File: config.mk
export PLATFORM = sky130hd
export DESIGN_NAME = tdmr_top
export DESIGN_NICKNAME = d
export VERILOG_FILES = /design/src/hdl/tdmr_pkg.sv /design/src/hdl/tdmr_stream_if.sv /design/src/hdl/tdmr_top.sv /design/src/hdl/tdmr_end.sv /design/src/hdl/tdmr_compute.sv /design/src/hdl/tdmr_start.sv
export VERILOG_INCLUDE_DIRS = /design/src /design/src/include
export SDC_FILE = /design/constraint.sdc
export NUM_CORES = 1
export LEC_CHECK = 0
export ABC_AREA = 1
export BUFFER_PORTS_ARGS = -buffer_cell sky130_fd_sc_hd__buf_4
export CORE_ASPECT_RATIO = 0.75
export CORE_UTILIZATION = 50
export CTS_CLUSTER_DIAMETER = 200
export DETAILED_ROUTE_END_ITERATION = 8
export PLACE_DENSITY = 0.72
export SKIP_LAST_GASP = 1
export SLEW_MARGIN = 20
export SYNTH_ARGS = -nofsm -noshare
export SYNTH_HDL_FRONTEND = slang
export SYNTH_HIERARCHICAL = 1
export SYNTH_SLANG_ARGS = --single-unit
export TNS_END_PERCENT = 20
File: constraint.sdc
create_clock -name clk_i -period 2.65 [get_ports clk_i]
set_clock_uncertainty 0.1 [all_clocks]
set_input_delay 0.265 -clock clk_i [delete_from_list [all_inputs] [get_ports clk_i]]
set_output_delay 0.265 -clock clk_i [all_outputs]
set_load 0.01 [all_outputs]
File: src/include/tdmr_config.svh
`ifndef TDMR_CONFIG_SVH
`define TDMR_CONFIG_SVH

// Width of one payload word
`define TDMR_DATA_W 16

// One sequence bit plus one parity bit
// The whole ID vector has even parity
`define TDMR_ID_W 2

// Constant added in the second datapath stage
`define TDMR_KEY 16'h5A3C

`endif

File: src/include/voters.svh
`ifndef TDMR_VOTERS_SVH
`define TDMR_VOTERS_SVH

// Bitwise two-out-of-three majority
`define TDMR_MAJ(a, b, c) (((a) & (b)) | ((a) & (c)) | ((b) & (c)))

// Three replicas voted down to one signal
`define VOTE3to1(in_sig, out_sig) \
    out_sig = `TDMR_MAJ(in_sig[0], in_sig[1], in_sig[2])

// Three replicas voted back into three replicas
`define VOTE3to3(in_sig, out_sig) \
    out_sig[0] = `TDMR_MAJ(in_sig[0], in_sig[1], in_sig[2]); \
    out_sig[1] = `TDMR_MAJ(in_sig[0], in_sig[1], in_sig[2]); \
    out_sig[2] = `TDMR_MAJ(in_sig[0], in_sig[1], in_sig[2])

// Same for FSM states, cast back to the enum type
`define VOTE3to3ENUM(etype, in_sig, out_sig) \
    out_sig[0] = etype'(`TDMR_MAJ(in_sig[0], in_sig[1], in_sig[2])); \
    out_sig[1] = etype'(`TDMR_MAJ(in_sig[0], in_sig[1], in_sig[2])); \
    out_sig[2] = etype'(`TDMR_MAJ(in_sig[0], in_sig[1], in_sig[2]))

`endif
File: src/hdl/tdmr_pkg.sv
`default_nettype none

`include "tdmr_config.svh"

package tdmr_pkg;

    // Payload word carried through the datapath
    typedef logic [`TDMR_DATA_W-1:0] data_t;

    // Element ID with the parity bit as MSB
    typedef logic [`TDMR_ID_W-1:0] id_t;

    // Sequence part of an ID
    // Also indexes the recently-seen table
    typedef logic [`TDMR_ID_W-2:0] seq_t;

endpackage

`default_nettype wire

File: src/hdl/tdmr_stream_if.sv
`default_nettype none

interface tdmr_stream_if;
    import tdmr_pkg::*;

    // Plain valid/ready stream with an ID beside the data
    logic  valid;
    logic  ready;
    data_t data;
    id_t   id;

    // Producer side
    modport src (output valid, output data, output id, input ready);

    // Consumer side
    modport snk (input valid, input data, input id, output ready);

endinterface

`default_nettype wire

File: src/hdl/tdmr_top.sv
`default_nettype none

module tdmr_top (
    input  logic            clk_i,
    input  logic            rst_ni,
    input  logic            enable_i,
    input  tdmr_pkg::data_t data_i,
    input  logic            valid_i,
    output logic            ready_o,
    output tdmr_pkg::data_t data_o,
    output logic            valid_o,
    input  logic            ready_i,
    output logic            faulty_o,
    input  logic            fault_arm_i,
    input  tdmr_pkg::data_t fault_mask_i
);
    import tdmr_pkg::*;

    // Direct ID link from start to end
    id_t next_id;

    // Start to datapath
    tdmr_stream_if s_fwd ();
    // Datapath to end
    tdmr_stream_if s_res ();

    tdmr_start i_start (
        .clk_i     (clk_i),
        .rst_ni    (rst_ni),
        .enable_i  (enable_i),
        .data_i    (data_i),
        .valid_i   (valid_i),
        .ready_o   (ready_o),
        .fwd       (s_fwd),
        .next_id_o (next_id)
    );

    tdmr_compute i_compute (
        .clk_i        (clk_i),
        .rst_ni       (rst_ni),
        .fault_arm_i  (fault_arm_i),
        .fault_mask_i (fault_mask_i),
        .in           (s_fwd),
        .out          (s_res)
    );

    tdmr_end i_end (
        .clk_i     (clk_i),
        .rst_ni    (rst_ni),
        .enable_i  (enable_i),
        .next_id_i (next_id),
        .res       (s_res),
        .data_o    (data_o),
        .valid_o   (valid_o),
        .ready_i   (ready_i),
        .faulty_o  (faulty_o)
    );

endmodule

`default_nettype wire

File: src/hdl/tdmr_end.sv
`default_nettype none

`include "voters.svh"

module tdmr_end (
    input  logic            clk_i,
    input  logic            rst_ni,
    input  logic            enable_i,
    input  tdmr_pkg::id_t   next_id_i,
    tdmr_stream_if.snk      res,
    output tdmr_pkg::data_t data_o,
    output logic            valid_o,
    input  logic            ready_i,
    output logic            faulty_o
);
    import tdmr_pkg::*;

    typedef enum logic [1:0] {BASE, WAIT_FOR_READY, WAIT_FOR_VALID} state_t;

    localparam int unsigned SeqW  = $bits(seq_t);
    // One seen flag per sequence value
    localparam int unsigned SeenN = 2 ** SeqW;

    data_t            data_q;
    id_t              id_q;
    seq_t             id_seq;
    seq_t             next_seq;
    logic             accept;
    logic             id_fault;
    logic [2:0]       data_same_in;
    logic [2:0]       id_same_in;
    logic [2:0]       id_same_v;
    logic [2:0]       id_same_d;
    logic [2:0]       id_same_q;
    logic [2:0]       new_element;
    data_t            data_ov [3];
    state_t           state_v [3];
    state_t           state_d [3];
    state_t           state_q [3];
    logic [2:0]       valid_int;
    logic [2:0]       ready_ov;
    logic [2:0]       valid_ov;
    logic [2:0]       faulty_ov;
    logic [SeenN-1:0] seen_v [3];
    logic [SeenN-1:0] seen_d [3];
    logic [SeenN-1:0] seen_q [3];

    //////////////////////////////
    // Storage of the last copy

    assign accept   = res.valid && res.ready && enable_i;
    // Stored ID must have even parity
    assign id_fault = ^id_q;
    assign id_seq   = id_q[SeqW-1:0];
    assign next_seq = next_id_i[SeqW-1:0];

    always_ff @(posedge clk_i or negedge rst_ni) begin
        if (!rst_ni) begin
            // Odd parity so nothing stale is forwarded
            id_q <= id_t'(1);
        end else if (accept) begin
            id_q <= res.id;
        end
    end

    always_ff @(posedge clk_i) begin
        if (accept) begin
            data_q <= res.data;
        end
    end

    for (genvar r = 0; r < 3; r++) begin : g_rep
        // Incoming copy against the stored one
        always_comb begin
            data_same_in[r] = (res.data == data_q);
            id_same_in[r]   = (res.id == id_q);
            id_same_v[r]    = accept ? id_same_in[r] : id_same_q[r];
            // Stored copy opened a new ID, incoming one closes the pair
            new_element[r]  = !id_same_q[r];
            data_ov[r]      = enable_i ? data_q : res.data;
        end

        // Handshake FSM next state
        always_comb begin
            state_v[r] = state_q[r];
            case (state_q[r])
                BASE: begin
                    if (res.valid && new_element[r]) begin
                        state_v[r] = ready_i ? WAIT_FOR_VALID : WAIT_FOR_READY;
                    end
                end
                // Result held until downstream takes it
                WAIT_FOR_READY: begin
                    if (ready_i) begin
                        state_v[r] = BASE;
                    end
                end
                // one shift back into BASE
                default: begin
                    if (res.valid) begin
                        state_v[r] = BASE;
                    end
                end
            endcase
        end

        // Handshake outputs, dedup and fault flag
        always_comb begin
            if (enable_i) begin
                case (state_q[r])
                    BASE: begin
                        valid_int[r] = res.valid && new_element[r];
                        ready_ov[r]  = ready_i || !new_element[r];
                    end
                    WAIT_FOR_READY: begin
                        valid_int[r] = res.valid;
                        ready_ov[r]  = ready_i;
                    end
                    default: begin
                        valid_int[r] = 1'b0;
                        ready_ov[r]  = !res.valid;
                    end
                endcase
                valid_ov[r]  = valid_int[r] && !id_fault && !seen_q[r][id_seq];
                // Same ID but different data
                faulty_ov[r] = valid_ov[r] && id_same_in[r] && !data_same_in[r];
            end else begin
                valid_int[r] = res.valid;
                ready_ov[r]  = ready_i;
                valid_ov[r]  = res.valid;
                faulty_ov[r] = 1'b0;
            end
        end

        // Recently-seen table, the set wins over the clear
        always_comb begin
            seen_v[r]           = seen_q[r];
            seen_v[r][next_seq] = 1'b0;
            if (enable_i && valid_int[r] && ready_i && !id_fault) begin
                seen_v[r][id_seq] = 1'b1;
            end
        end
    end

    //////////////////////////////
    // Voting and state storage

    always_comb begin
        `VOTE3to3ENUM(state_t, state_v, state_d);
        `VOTE3to3(id_same_v, id_same_d);
        `VOTE3to3(seen_v, seen_d);
    end

    always_ff @(posedge clk_i or negedge rst_ni) begin
        if (!rst_ni) begin
            state_q   <= '{default: WAIT_FOR_VALID};
            id_same_q <= '1;
            seen_q    <= '{default: '1};
        end else begin
            state_q   <= state_d;
            id_same_q <= id_same_d;
            seen_q    <= seen_d;
        end
    end

    always_comb begin
        `VOTE3to1(ready_ov, res.ready);
        `VOTE3to1(valid_ov, valid_o);
        `VOTE3to1(faulty_ov, faulty_o);
        `VOTE3to1(data_ov, data_o);
    end

endmodule

`default_nettype wire

File: src/hdl/tdmr_compute.sv
`default_nettype none

`include "tdmr_config.svh"

module tdmr_compute (
    input  logic            clk_i,
    input  logic            rst_ni,
    input  logic            fault_arm_i,
    input  tdmr_pkg::data_t fault_mask_i,
    tdmr_stream_if.snk      in,
    tdmr_stream_if.src      out
);
    import tdmr_pkg::*;

    logic  s1_valid_q;
    logic  s2_valid_q;
    data_t s1_data_q;
    data_t s2_data_q;
    id_t   s1_id_q;
    id_t   s2_id_q;
    logic  s1_load;
    logic  s2_load;
    logic  s2_free;
    logic  fault_armed_q;
    data_t fault_mask_q;
    data_t fault_xor;

    //////////////////////////////
    // Pipeline flow control

    // Stage two empties or hands over this cycle
    assign s2_free  = !s2_valid_q || out.ready;
    assign s2_load  = s1_valid_q && s2_free;
    // Upstream stalls only with both stages full
    assign in.ready = !s1_valid_q || s2_free;
    assign s1_load  = in.valid && in.ready;

    // Mask hits the next element entering stage two
    assign fault_xor = fault_armed_q ? fault_mask_q : '0;

    always_ff @(posedge clk_i or negedge rst_ni) begin
        if (!rst_ni) begin
            s1_valid_q    <= 1'b0;
            s2_valid_q    <= 1'b0;
            fault_armed_q <= 1'b0;
        end else begin
            if (s1_load) begin
                s1_valid_q <= 1'b1;
            end else if (s2_load) begin
                s1_valid_q <= 1'b0;
            end
            if (s2_load) begin
                s2_valid_q <= 1'b1;
            end else if (out.ready) begin
                s2_valid_q <= 1'b0;
            end
            // One shot, a new arm pulse takes priority
            if (s2_load) begin
                fault_armed_q <= 1'b0;
            end
            if (fault_arm_i) begin
                fault_armed_q <= 1'b1;
            end
        end
    end

    //////////////////////////////
    // Arithmetic stages

    always_ff @(posedge clk_i) begin
        // Stage one, times three modulo 2^16
        if (s1_load) begin
            s1_data_q <= data_t'(in.data * 3);
            s1_id_q   <= in.id;
        end
        // Stage two, add the key
        if (s2_load) begin
            s2_data_q <= (s1_data_q + data_t'(`TDMR_KEY)) ^ fault_xor;
            s2_id_q   <= s1_id_q;
        end
        if (fault_arm_i) begin
            fault_mask_q <= fault_mask_i;
        end
    end

    assign out.valid = s2_valid_q;
    assign out.data  = s2_data_q;
    assign out.id    = s2_id_q;

endmodule

`default_nettype wire

File: src/hdl/tdmr_start.sv
`default_nettype none

`include "voters.svh"

module tdmr_start (
    input  logic            clk_i,
    input  logic            rst_ni,
    input  logic            enable_i,
    input  tdmr_pkg::data_t data_i,
    input  logic            valid_i,
    output logic            ready_o,
    tdmr_stream_if.src      fwd,
    output tdmr_pkg::id_t   next_id_o
);
    import tdmr_pkg::*;

    typedef enum logic {FIRST_COPY, SECOND_COPY} copy_t;

    localparam int unsigned SeqW = $bits(seq_t);

    // Triplicated copy counter and ID register
    copy_t      copy_v [3];
    copy_t      copy_d [3];
    copy_t      copy_q [3];
    id_t        id_v [3];
    id_t        id_d [3];
    id_t        id_q [3];
    logic [2:0] ready_ov;
    logic       send;
    id_t        id_cur;

    // One copy leaves toward the datapath
    assign send = enable_i && valid_i && fwd.ready;

    for (genvar r = 0; r < 3; r++) begin : g_rep
        always_comb begin
            seq_t seq_next;
            seq_next  = id_q[r][SeqW-1:0] + seq_t'(1);
            copy_v[r] = copy_q[r];
            id_v[r]   = id_q[r];
            if (send) begin
                if (copy_q[r] == FIRST_COPY) begin
                    copy_v[r] = SECOND_COPY;
                end else begin
                    // Pair done, step the sequence and rebuild even parity
                    copy_v[r] = FIRST_COPY;
                    id_v[r]   = {^seq_next, seq_next};
                end
            end
            // Source is held while the first copy goes out
            if (enable_i) begin
                ready_ov[r] = (copy_q[r] == SECOND_COPY) && fwd.ready;
            end else begin
                ready_ov[r] = fwd.ready;
            end
        end
    end

    always_comb begin
        `VOTE3to3ENUM(copy_t, copy_v, copy_d);
        `VOTE3to3(id_v, id_d);
        `VOTE3to1(id_q, id_cur);
        `VOTE3to1(ready_ov, ready_o);
    end

    always_ff @(posedge clk_i or negedge rst_ni) begin
        if (!rst_ni) begin
            copy_q <= '{default: FIRST_COPY};
            id_q   <= '{default: '0};
        end else begin
            copy_q <= copy_d;
            id_q   <= id_d;
        end
    end

    // Both copies carry the same data and ID
    assign fwd.valid = valid_i;
    assign fwd.data  = data_i;
    assign fwd.id    = id_cur;

    // ID the next outgoing copy uses
    // end block clears its seen flag
    assign next_id_o = id_cur;

endmodule

`default_nettype wire

== Word level (Yosys, flattened, before mapping) ==
Cells that the tools add are included.

* Logic and storage cells: 172
* Bits in registers: 81

* Reductions and logical operators: 51
* Eq/ne operators: 3
* $mul: 1
* $lt $le $gt $ge: 4
* Muxes and demuxes: 53
* Add/sub/neg operators: 2
* Bitwise logic cells: 43

{| class="wikitable"
|+ Operator list
! kind !! number
|-
| $logic_and A1 B1 Y1 || 33
|-
| $mux W16 || 2
|-
| $or A16 B16 Y16 || 2
|-
| $mux W1 || 29
|-
| $mux W2 || 11
|-
| $and A2 B2 Y2 || 9
|-
| $or A2 B2 Y2 || 9
|-
| $add A16 B15 Y16 const B || 1
|-
| $and A16 B16 Y16 || 1
|-
| $eq A16 B16 Y1 || 1
|-
| $mul A16 B2 Y16 const B || 1
|-
| $xor A16 B16 Y16 || 1
|-
| $and A1 B1 Y1 || 12
|-
| $pmux W1 S2 || 6
|-
| $pmux W2 S2 || 3
|-
| $logic_not A1 Y1 || 8
|-
| $or A1 B1 Y1 || 8
|-
| $reduce_bool A2 Y1 || 3
|-
| $logic_or A1 B1 Y1 || 5
|-
| $lt A1 B2 Y1 const B || 2
|-
| $demux W1 S1 || 2
|-
| $eq A2 B1 Y1 const B || 1
|-
| $eq A2 B2 Y1 || 1
|-
| $ge A1 B1 Y1 const B || 2
|-
| 4 further kinds || 4
|}

== Longest topological paths before layout ==
* Depth in word-level cells: 14
* Gate-level depth with buffers: 11

== Modules after synthesis ==
Netlist, hierarchy kept.

{| class="wikitable"
|+ By module, submodules not included
! module !! cells each !! seq. area each (um2) !! area each (um2) !! times used
|-
| tdmr_compute || 328 || 1636.6 || 3091.7 || 1
|-
| tdmr_end || 192 || 661.9 || 1391.3 || 1
|-
| tdmr_start || 36 || 75.1 || 284.0 || 1
|}

== Worst setup path after synthesis ==
OpenSTA, ideal clock, no wires.

* Path kind: register -> register
* From: register i_end.id_same_q[0]
* To: register i_compute.s2_data_q[0] (netlist: i_compute/out.data[0]) (enable)
* Buffers on the path: 0
* Cell stages (with the launch flop): 7
* Data required time: 2149 ps
* Data arrival time: 1943 ps
* Library setup time: 401 ps
* Slack: 206 ps
* Path through: dfstp_2 -> inv_1 -> o21ai_0 -> o211ai_1 -> o21ai_0 -> inv_1 -> a21oi_1

* Word-level cells in the longest chain between the ends: 8

{| class="wikitable"
|+ Ends and longest elaborated chain
! item !! RTL line !! text
|-
| from (decl) || tdmr_end.sv:34 || <nowiki>logic [2:0] id_same_q;</nowiki>
|-
| from (signal assigned) || tdmr_end.sv:161 || <nowiki>id_same_q <= id_same_d;</nowiki>
|-
| $logic_or A1 B1 Y1 || tdmr_end.sv:113 || <nowiki>ready_ov[r] = ready_i || !new_element[r];</nowiki>
|-
| $pmux W1 S2 || tdmr_end.sv:110 || <nowiki>case (state_q[r])</nowiki>
|-
| $mux W1 || tdmr_end.sv:109 || <nowiki>if (enable_i) begin</nowiki>
|-
| $and A1 B1 Y1 (no line) || n/a ||
|-
| $or A1 B1 Y1 (no line) || n/a ||
|-
| $or A1 B1 Y1 (no line) (*) || n/a ||
|-
| named net s_res.ready || tdmr_stream_if.sv:8 || <nowiki>logic ready;</nowiki>
|-
| $logic_or A1 B1 Y1 (*) || tdmr_compute.sv:32 || <nowiki>assign s2_free = !s2_valid_q || out.ready;</nowiki>
|-
| $logic_and A1 B1 Y1 (*) || tdmr_compute.sv:33 || <nowiki>assign s2_load = s1_valid_q && s2_free;</nowiki>
|-
| named net i_compute.s2_load || tdmr_compute.sv:22 || <nowiki>logic s2_load;</nowiki>
|-
| to (signal assigned) || tdmr_compute.sv:78 || <nowiki>s2_data_q <= (s1_data_q + data_t'(`TDMR_KEY)) ^ fault_xor;</nowiki>
|-
| to (decl) || tdmr_compute.sv:18 || <nowiki>data_t s2_data_q;</nowiki>
|}

The timed path passes the listed nets; every way through them passes the cells marked *.
A chain may end at the register's enable or synchronous reset.

== Final worst setup path ==
* From: register i_end.id_same_q[0]
* To: output ready_o

* Word-level cells in the longest chain between the ends: 10

{| class="wikitable"
|+ Ends and longest elaborated chain
! item !! RTL line !! text
|-
| $logic_or A1 B1 Y1 || tdmr_end.sv:113 ||
|-
| $pmux W1 S2 || tdmr_end.sv:110 ||
|-
| $mux W1 || tdmr_end.sv:109 ||
|-
| $and A1 B1 Y1 (no line) || n/a ||
|-
| $or A1 B1 Y1 (no line) || n/a ||
|-
| $or A1 B1 Y1 (no line) (*) || n/a ||
|-
| named net s_res.ready || tdmr_stream_if.sv:8 ||
|-
| $logic_or A1 B1 Y1 (*) || tdmr_compute.sv:32 ||
|-
| $logic_or A1 B1 Y1 (*) || tdmr_compute.sv:35 || <nowiki>assign in.ready = !s1_valid_q || s2_free;</nowiki>
|-
| named net s_fwd.ready || tdmr_stream_if.sv:8 ||
|-
| $logic_and A1 B1 Y1 || tdmr_start.sv:52 || <nowiki>ready_ov[r] = (copy_q[r] == SECOND_COPY) && fwd.ready;</nowiki>
|-
| $mux W1 (*) || tdmr_start.sv:51 || <nowiki>if (enable_i) begin</nowiki>
|-
| to (decl) || tdmr_top.sv:9 || <nowiki>output logic ready_o,</nowiki>
|}

Marked as above.

==> results.py <==
metrics = {
    "status": {
        "outcome": "complete, no violations",
    },
    "placed_design": {
        "port_buffers": 56,
        "gp_congestion": 0.869,
        "dp_hpwl_um": 6510,
        "post_dp_cell_area_um2": 5180,
    },
    "routing": {
        "drt_wl_total_um": 8470,
        "drt-initial-drc-count": 153,
        "drc": 0,
        "ant_nets": 0,
        "drt_pass1_iterations": 4,
        "drt-wirelength-per-cell_um": 11.5,
        "vias": 3474,
        "viasPerCell": 4.70,
    },
    "timing": {
        "setup_viol": 0,
        "rsz0062_at_grt": "false",
        "whs_ns": 0.0138,
        "period_share_pct": 89.2,
        "fmax_mhz": 423,
        "drv_slew": 0,
        "hold_viol_final": 0,
        "tightest_slew_ns": 0.554,
        "post-route-min-period_ns": 2.36,
        "fin_tns_setup_ns": 0,
        "slew-limit-headroom_pct": 63.1,
    },
    "setup_path": {
        "worstPathRequired_ns": 2.29,
        "crit_path_end_kind": "output pin",
        "critical-path-top-delay-family": "compound AO/OA/AOI/OAI gates",
        "critPathBufInv": 3,
        "slowest_stage": "dfstp_2",
        "r2r-start": "i_end/id_same_q[0]$_DFFE_PN1P_",
        "r2r_cells": 9,
        "worst_ep_arrival_time_ns": 2.00,
        "path_cells": "inv_1 -> o21ai_0 -> o211ai_1 -> o21ai_0 -> inv_1 -> nand3_1 -> a21boi_0 -> buf_4",
        "reg2reg_to": "i_compute/s1_data_q[11]$_DFFE_PP_",
        "path_class": "reg2out",
        "crit_path_start_kind": "register",
        "worstPathMaxFanout": 6,
        "r2r_slack_ns": 0.45,
        "slowest_delay_ns": 0.52,
    },
    "clocking": {
        "cts_made_buffers": 9,
        "cts_tree": "built",
        "cts-root-buf": "clkbuf_16",
        "cts_sinks": 81,
        "ctsHtreeMaxLevel": 3,
        "cts_buffer_depth": 2,
        "cts_resized": 0,
        "clk_pin_slew_ns": 0.06,
        "clock_latency_ns": 0.33,
    },
    "power_and_ir_drop": {
        "p_int_w": 0.00340,
        "pwr-share-clk_pct": 26.6,
        "p_comb_share_pct": 29.5,
        "ir_drop_mv": 0.387,
        "power.share.switching_pct": 32.6,
        "power.density_nw_per_um2": 903,
        "p_seq_share_pct": 43.9,
        "switchingPower_w": 0.00165,
        "p_leak_nw": 2.69,
    },
    "finish": {
        "n_antenna_cell": 0,
        "mostFrequentLayoutCell": "nand2_1",
        "seqCellArea_um2": 2370,
        "multi_input_area_um2": 1880,
        "fin_nets": 660,
        "drive_gt1_share_pct": 15.9,
        "nFillCells": 785,
        "syn2layout_area_growth_pct": 17.3,
        "layout_common_cells": "187 x nand2_1, 86 x inv_1, 68 x edfxtp_1",
        "fin_area_um2": 5580,
    },
    "logic_synthesis": {
        "synthesis.area_um2": 4760,
        "synth_cells": 555,
        "synth_nets": 609,
        "yosysWarnings": 6,
        "synth_area_per_cell_um2": 8.58,
    },
    "hold_path": {
        "min_path_cells": 1,
        "hold_start": "fault_mask_i[2]",
        "hold_end": "i_compute/fault_mask_q[2]$_DFFE_PP_",
        "hold_path_class": "in2reg",
    },
    "grt": {
        "grt_first_pass_wirelength_um": 14500,
        "grt_busiest_layer": "met2",
        "grt_use_met3_pct": 2.59,
        "grt_max_degree": 43,
        "antenna_found_initial": 0,
        "grt_usage_pct": 18.9,
        "use_met2_pct": 32.1,
        "grt_overflow": 0,
        "grt_pass1_vias": 3314,
        "use_met1_pct": 24.4,
    },
    "flow_run": {
        "cap_viol_max_count": 0,
    },
    "die": {
        "die_w_um": 115,
        "fp.coreArea_um2": 9160,
        "die_h_um": 86.5,
        "die_area_um2": 9920,
        "pin_count": 57,
        "initial_utilization_pct": 52.0,
        "rows": 30,
    },
}
## per-layer routing
layer | up-vias | routed length [µm]
li1 | 1845 | -
met1 | 1546 | 4030
met2 | 81 | 4070
met3 | 2 | 338
met4 | 0 | 40
met5 | - | 0
## worst max-delay path by stage
stage,startpoint,end,cells after the start
3_5_place_dp,i_end/id_same_q[0]$_DFFE_PN1P_,i_compute/s1_data_q[15]$_DFFE_PP_,9
5_1_grt,i_end/id_same_q[0]$_DFFE_PN1P_,ready_o,8
6_report,i_end/id_same_q[0]$_DFFE_PN1P_,ready_o,8
3_3_place_gp,i_end/id_same_q[0]$_DFFE_PN1P_,i_compute/s1_data_q[15]$_DFFE_PP_,9
4_1_cts,i_end/id_same_q[0]$_DFFE_PN1P_,ready_o,8
2_1_floorplan,i_end/id_same_q[0]$_DFFE_PN1P_,i_compute/out.data[0]$_DFFE_PP_,6
## sequential cells by signal, summed over array words and instances (netlist names), named ones only
| name | flops |
|---|---|
| i_compute/fault_armed_q | 1 |
| i_compute/fault_mask_q | 16 |
| i_compute/out.data | 16 |
| i_compute/out.id | 2 |
| i_compute/out.valid | 1 |
| i_compute/s1_data_q | 16 |
| i_compute/s1_id_q | 2 |
| i_compute/s1_valid_q | 1 |
| i_end/data_q | 16 |
| i_end/id_q | 2 |
| i_end/id_same_q | 1 |
| i_end/seen_q | 2 |
| i_end/state_q | 2 |
| i_start/copy_q | 1 |
## area by class of cell
type                            instances  share of cell area [%]
Tap cell                              128                    2.87
Multi-Input combinational cell        361                    33.6
Inverter                               89                    5.99
Sequential cell                        81                    42.5
Clock inverter                          4                   0.964
Timing Repair Buffer                   64                    8.88
Clock buffer                           12                    5.18
## stage by stage
step                      total power [W]  util [%]  instances  worst slack (ns)
after floorplan                   0.00325         -        555             0.206
after global placement            0.00363      56.5        717             0.637
after detailed placement          0.00371      56.5        717             0.548
after CTS                         0.00508      60.8        738             0.303
after global routing              0.00539      60.9        739            0.0958
final                             0.00504      60.9        739             0.287
## repair_timing
item / CTS / global route
endpoints found under the setup margin: 0 / 0
setup buffers: 0 / 0
endpoints found under the hold margin: 17 / 1
hold buffers: 5 / 1
## power groups by stage
stage                     logic (W)  registers (W)  clock network (W)
after global routing        0.00171        0.00226            0.00142
after CTS                   0.00150        0.00221            0.00137
final                       0.00149        0.00221            0.00134
after detailed placement    0.00148        0.00223                  0
after global placement      0.00142        0.00221                  0
after floorplan             0.00113        0.00213                  0
Note: power is estimated with default switching activity, not from simulation.
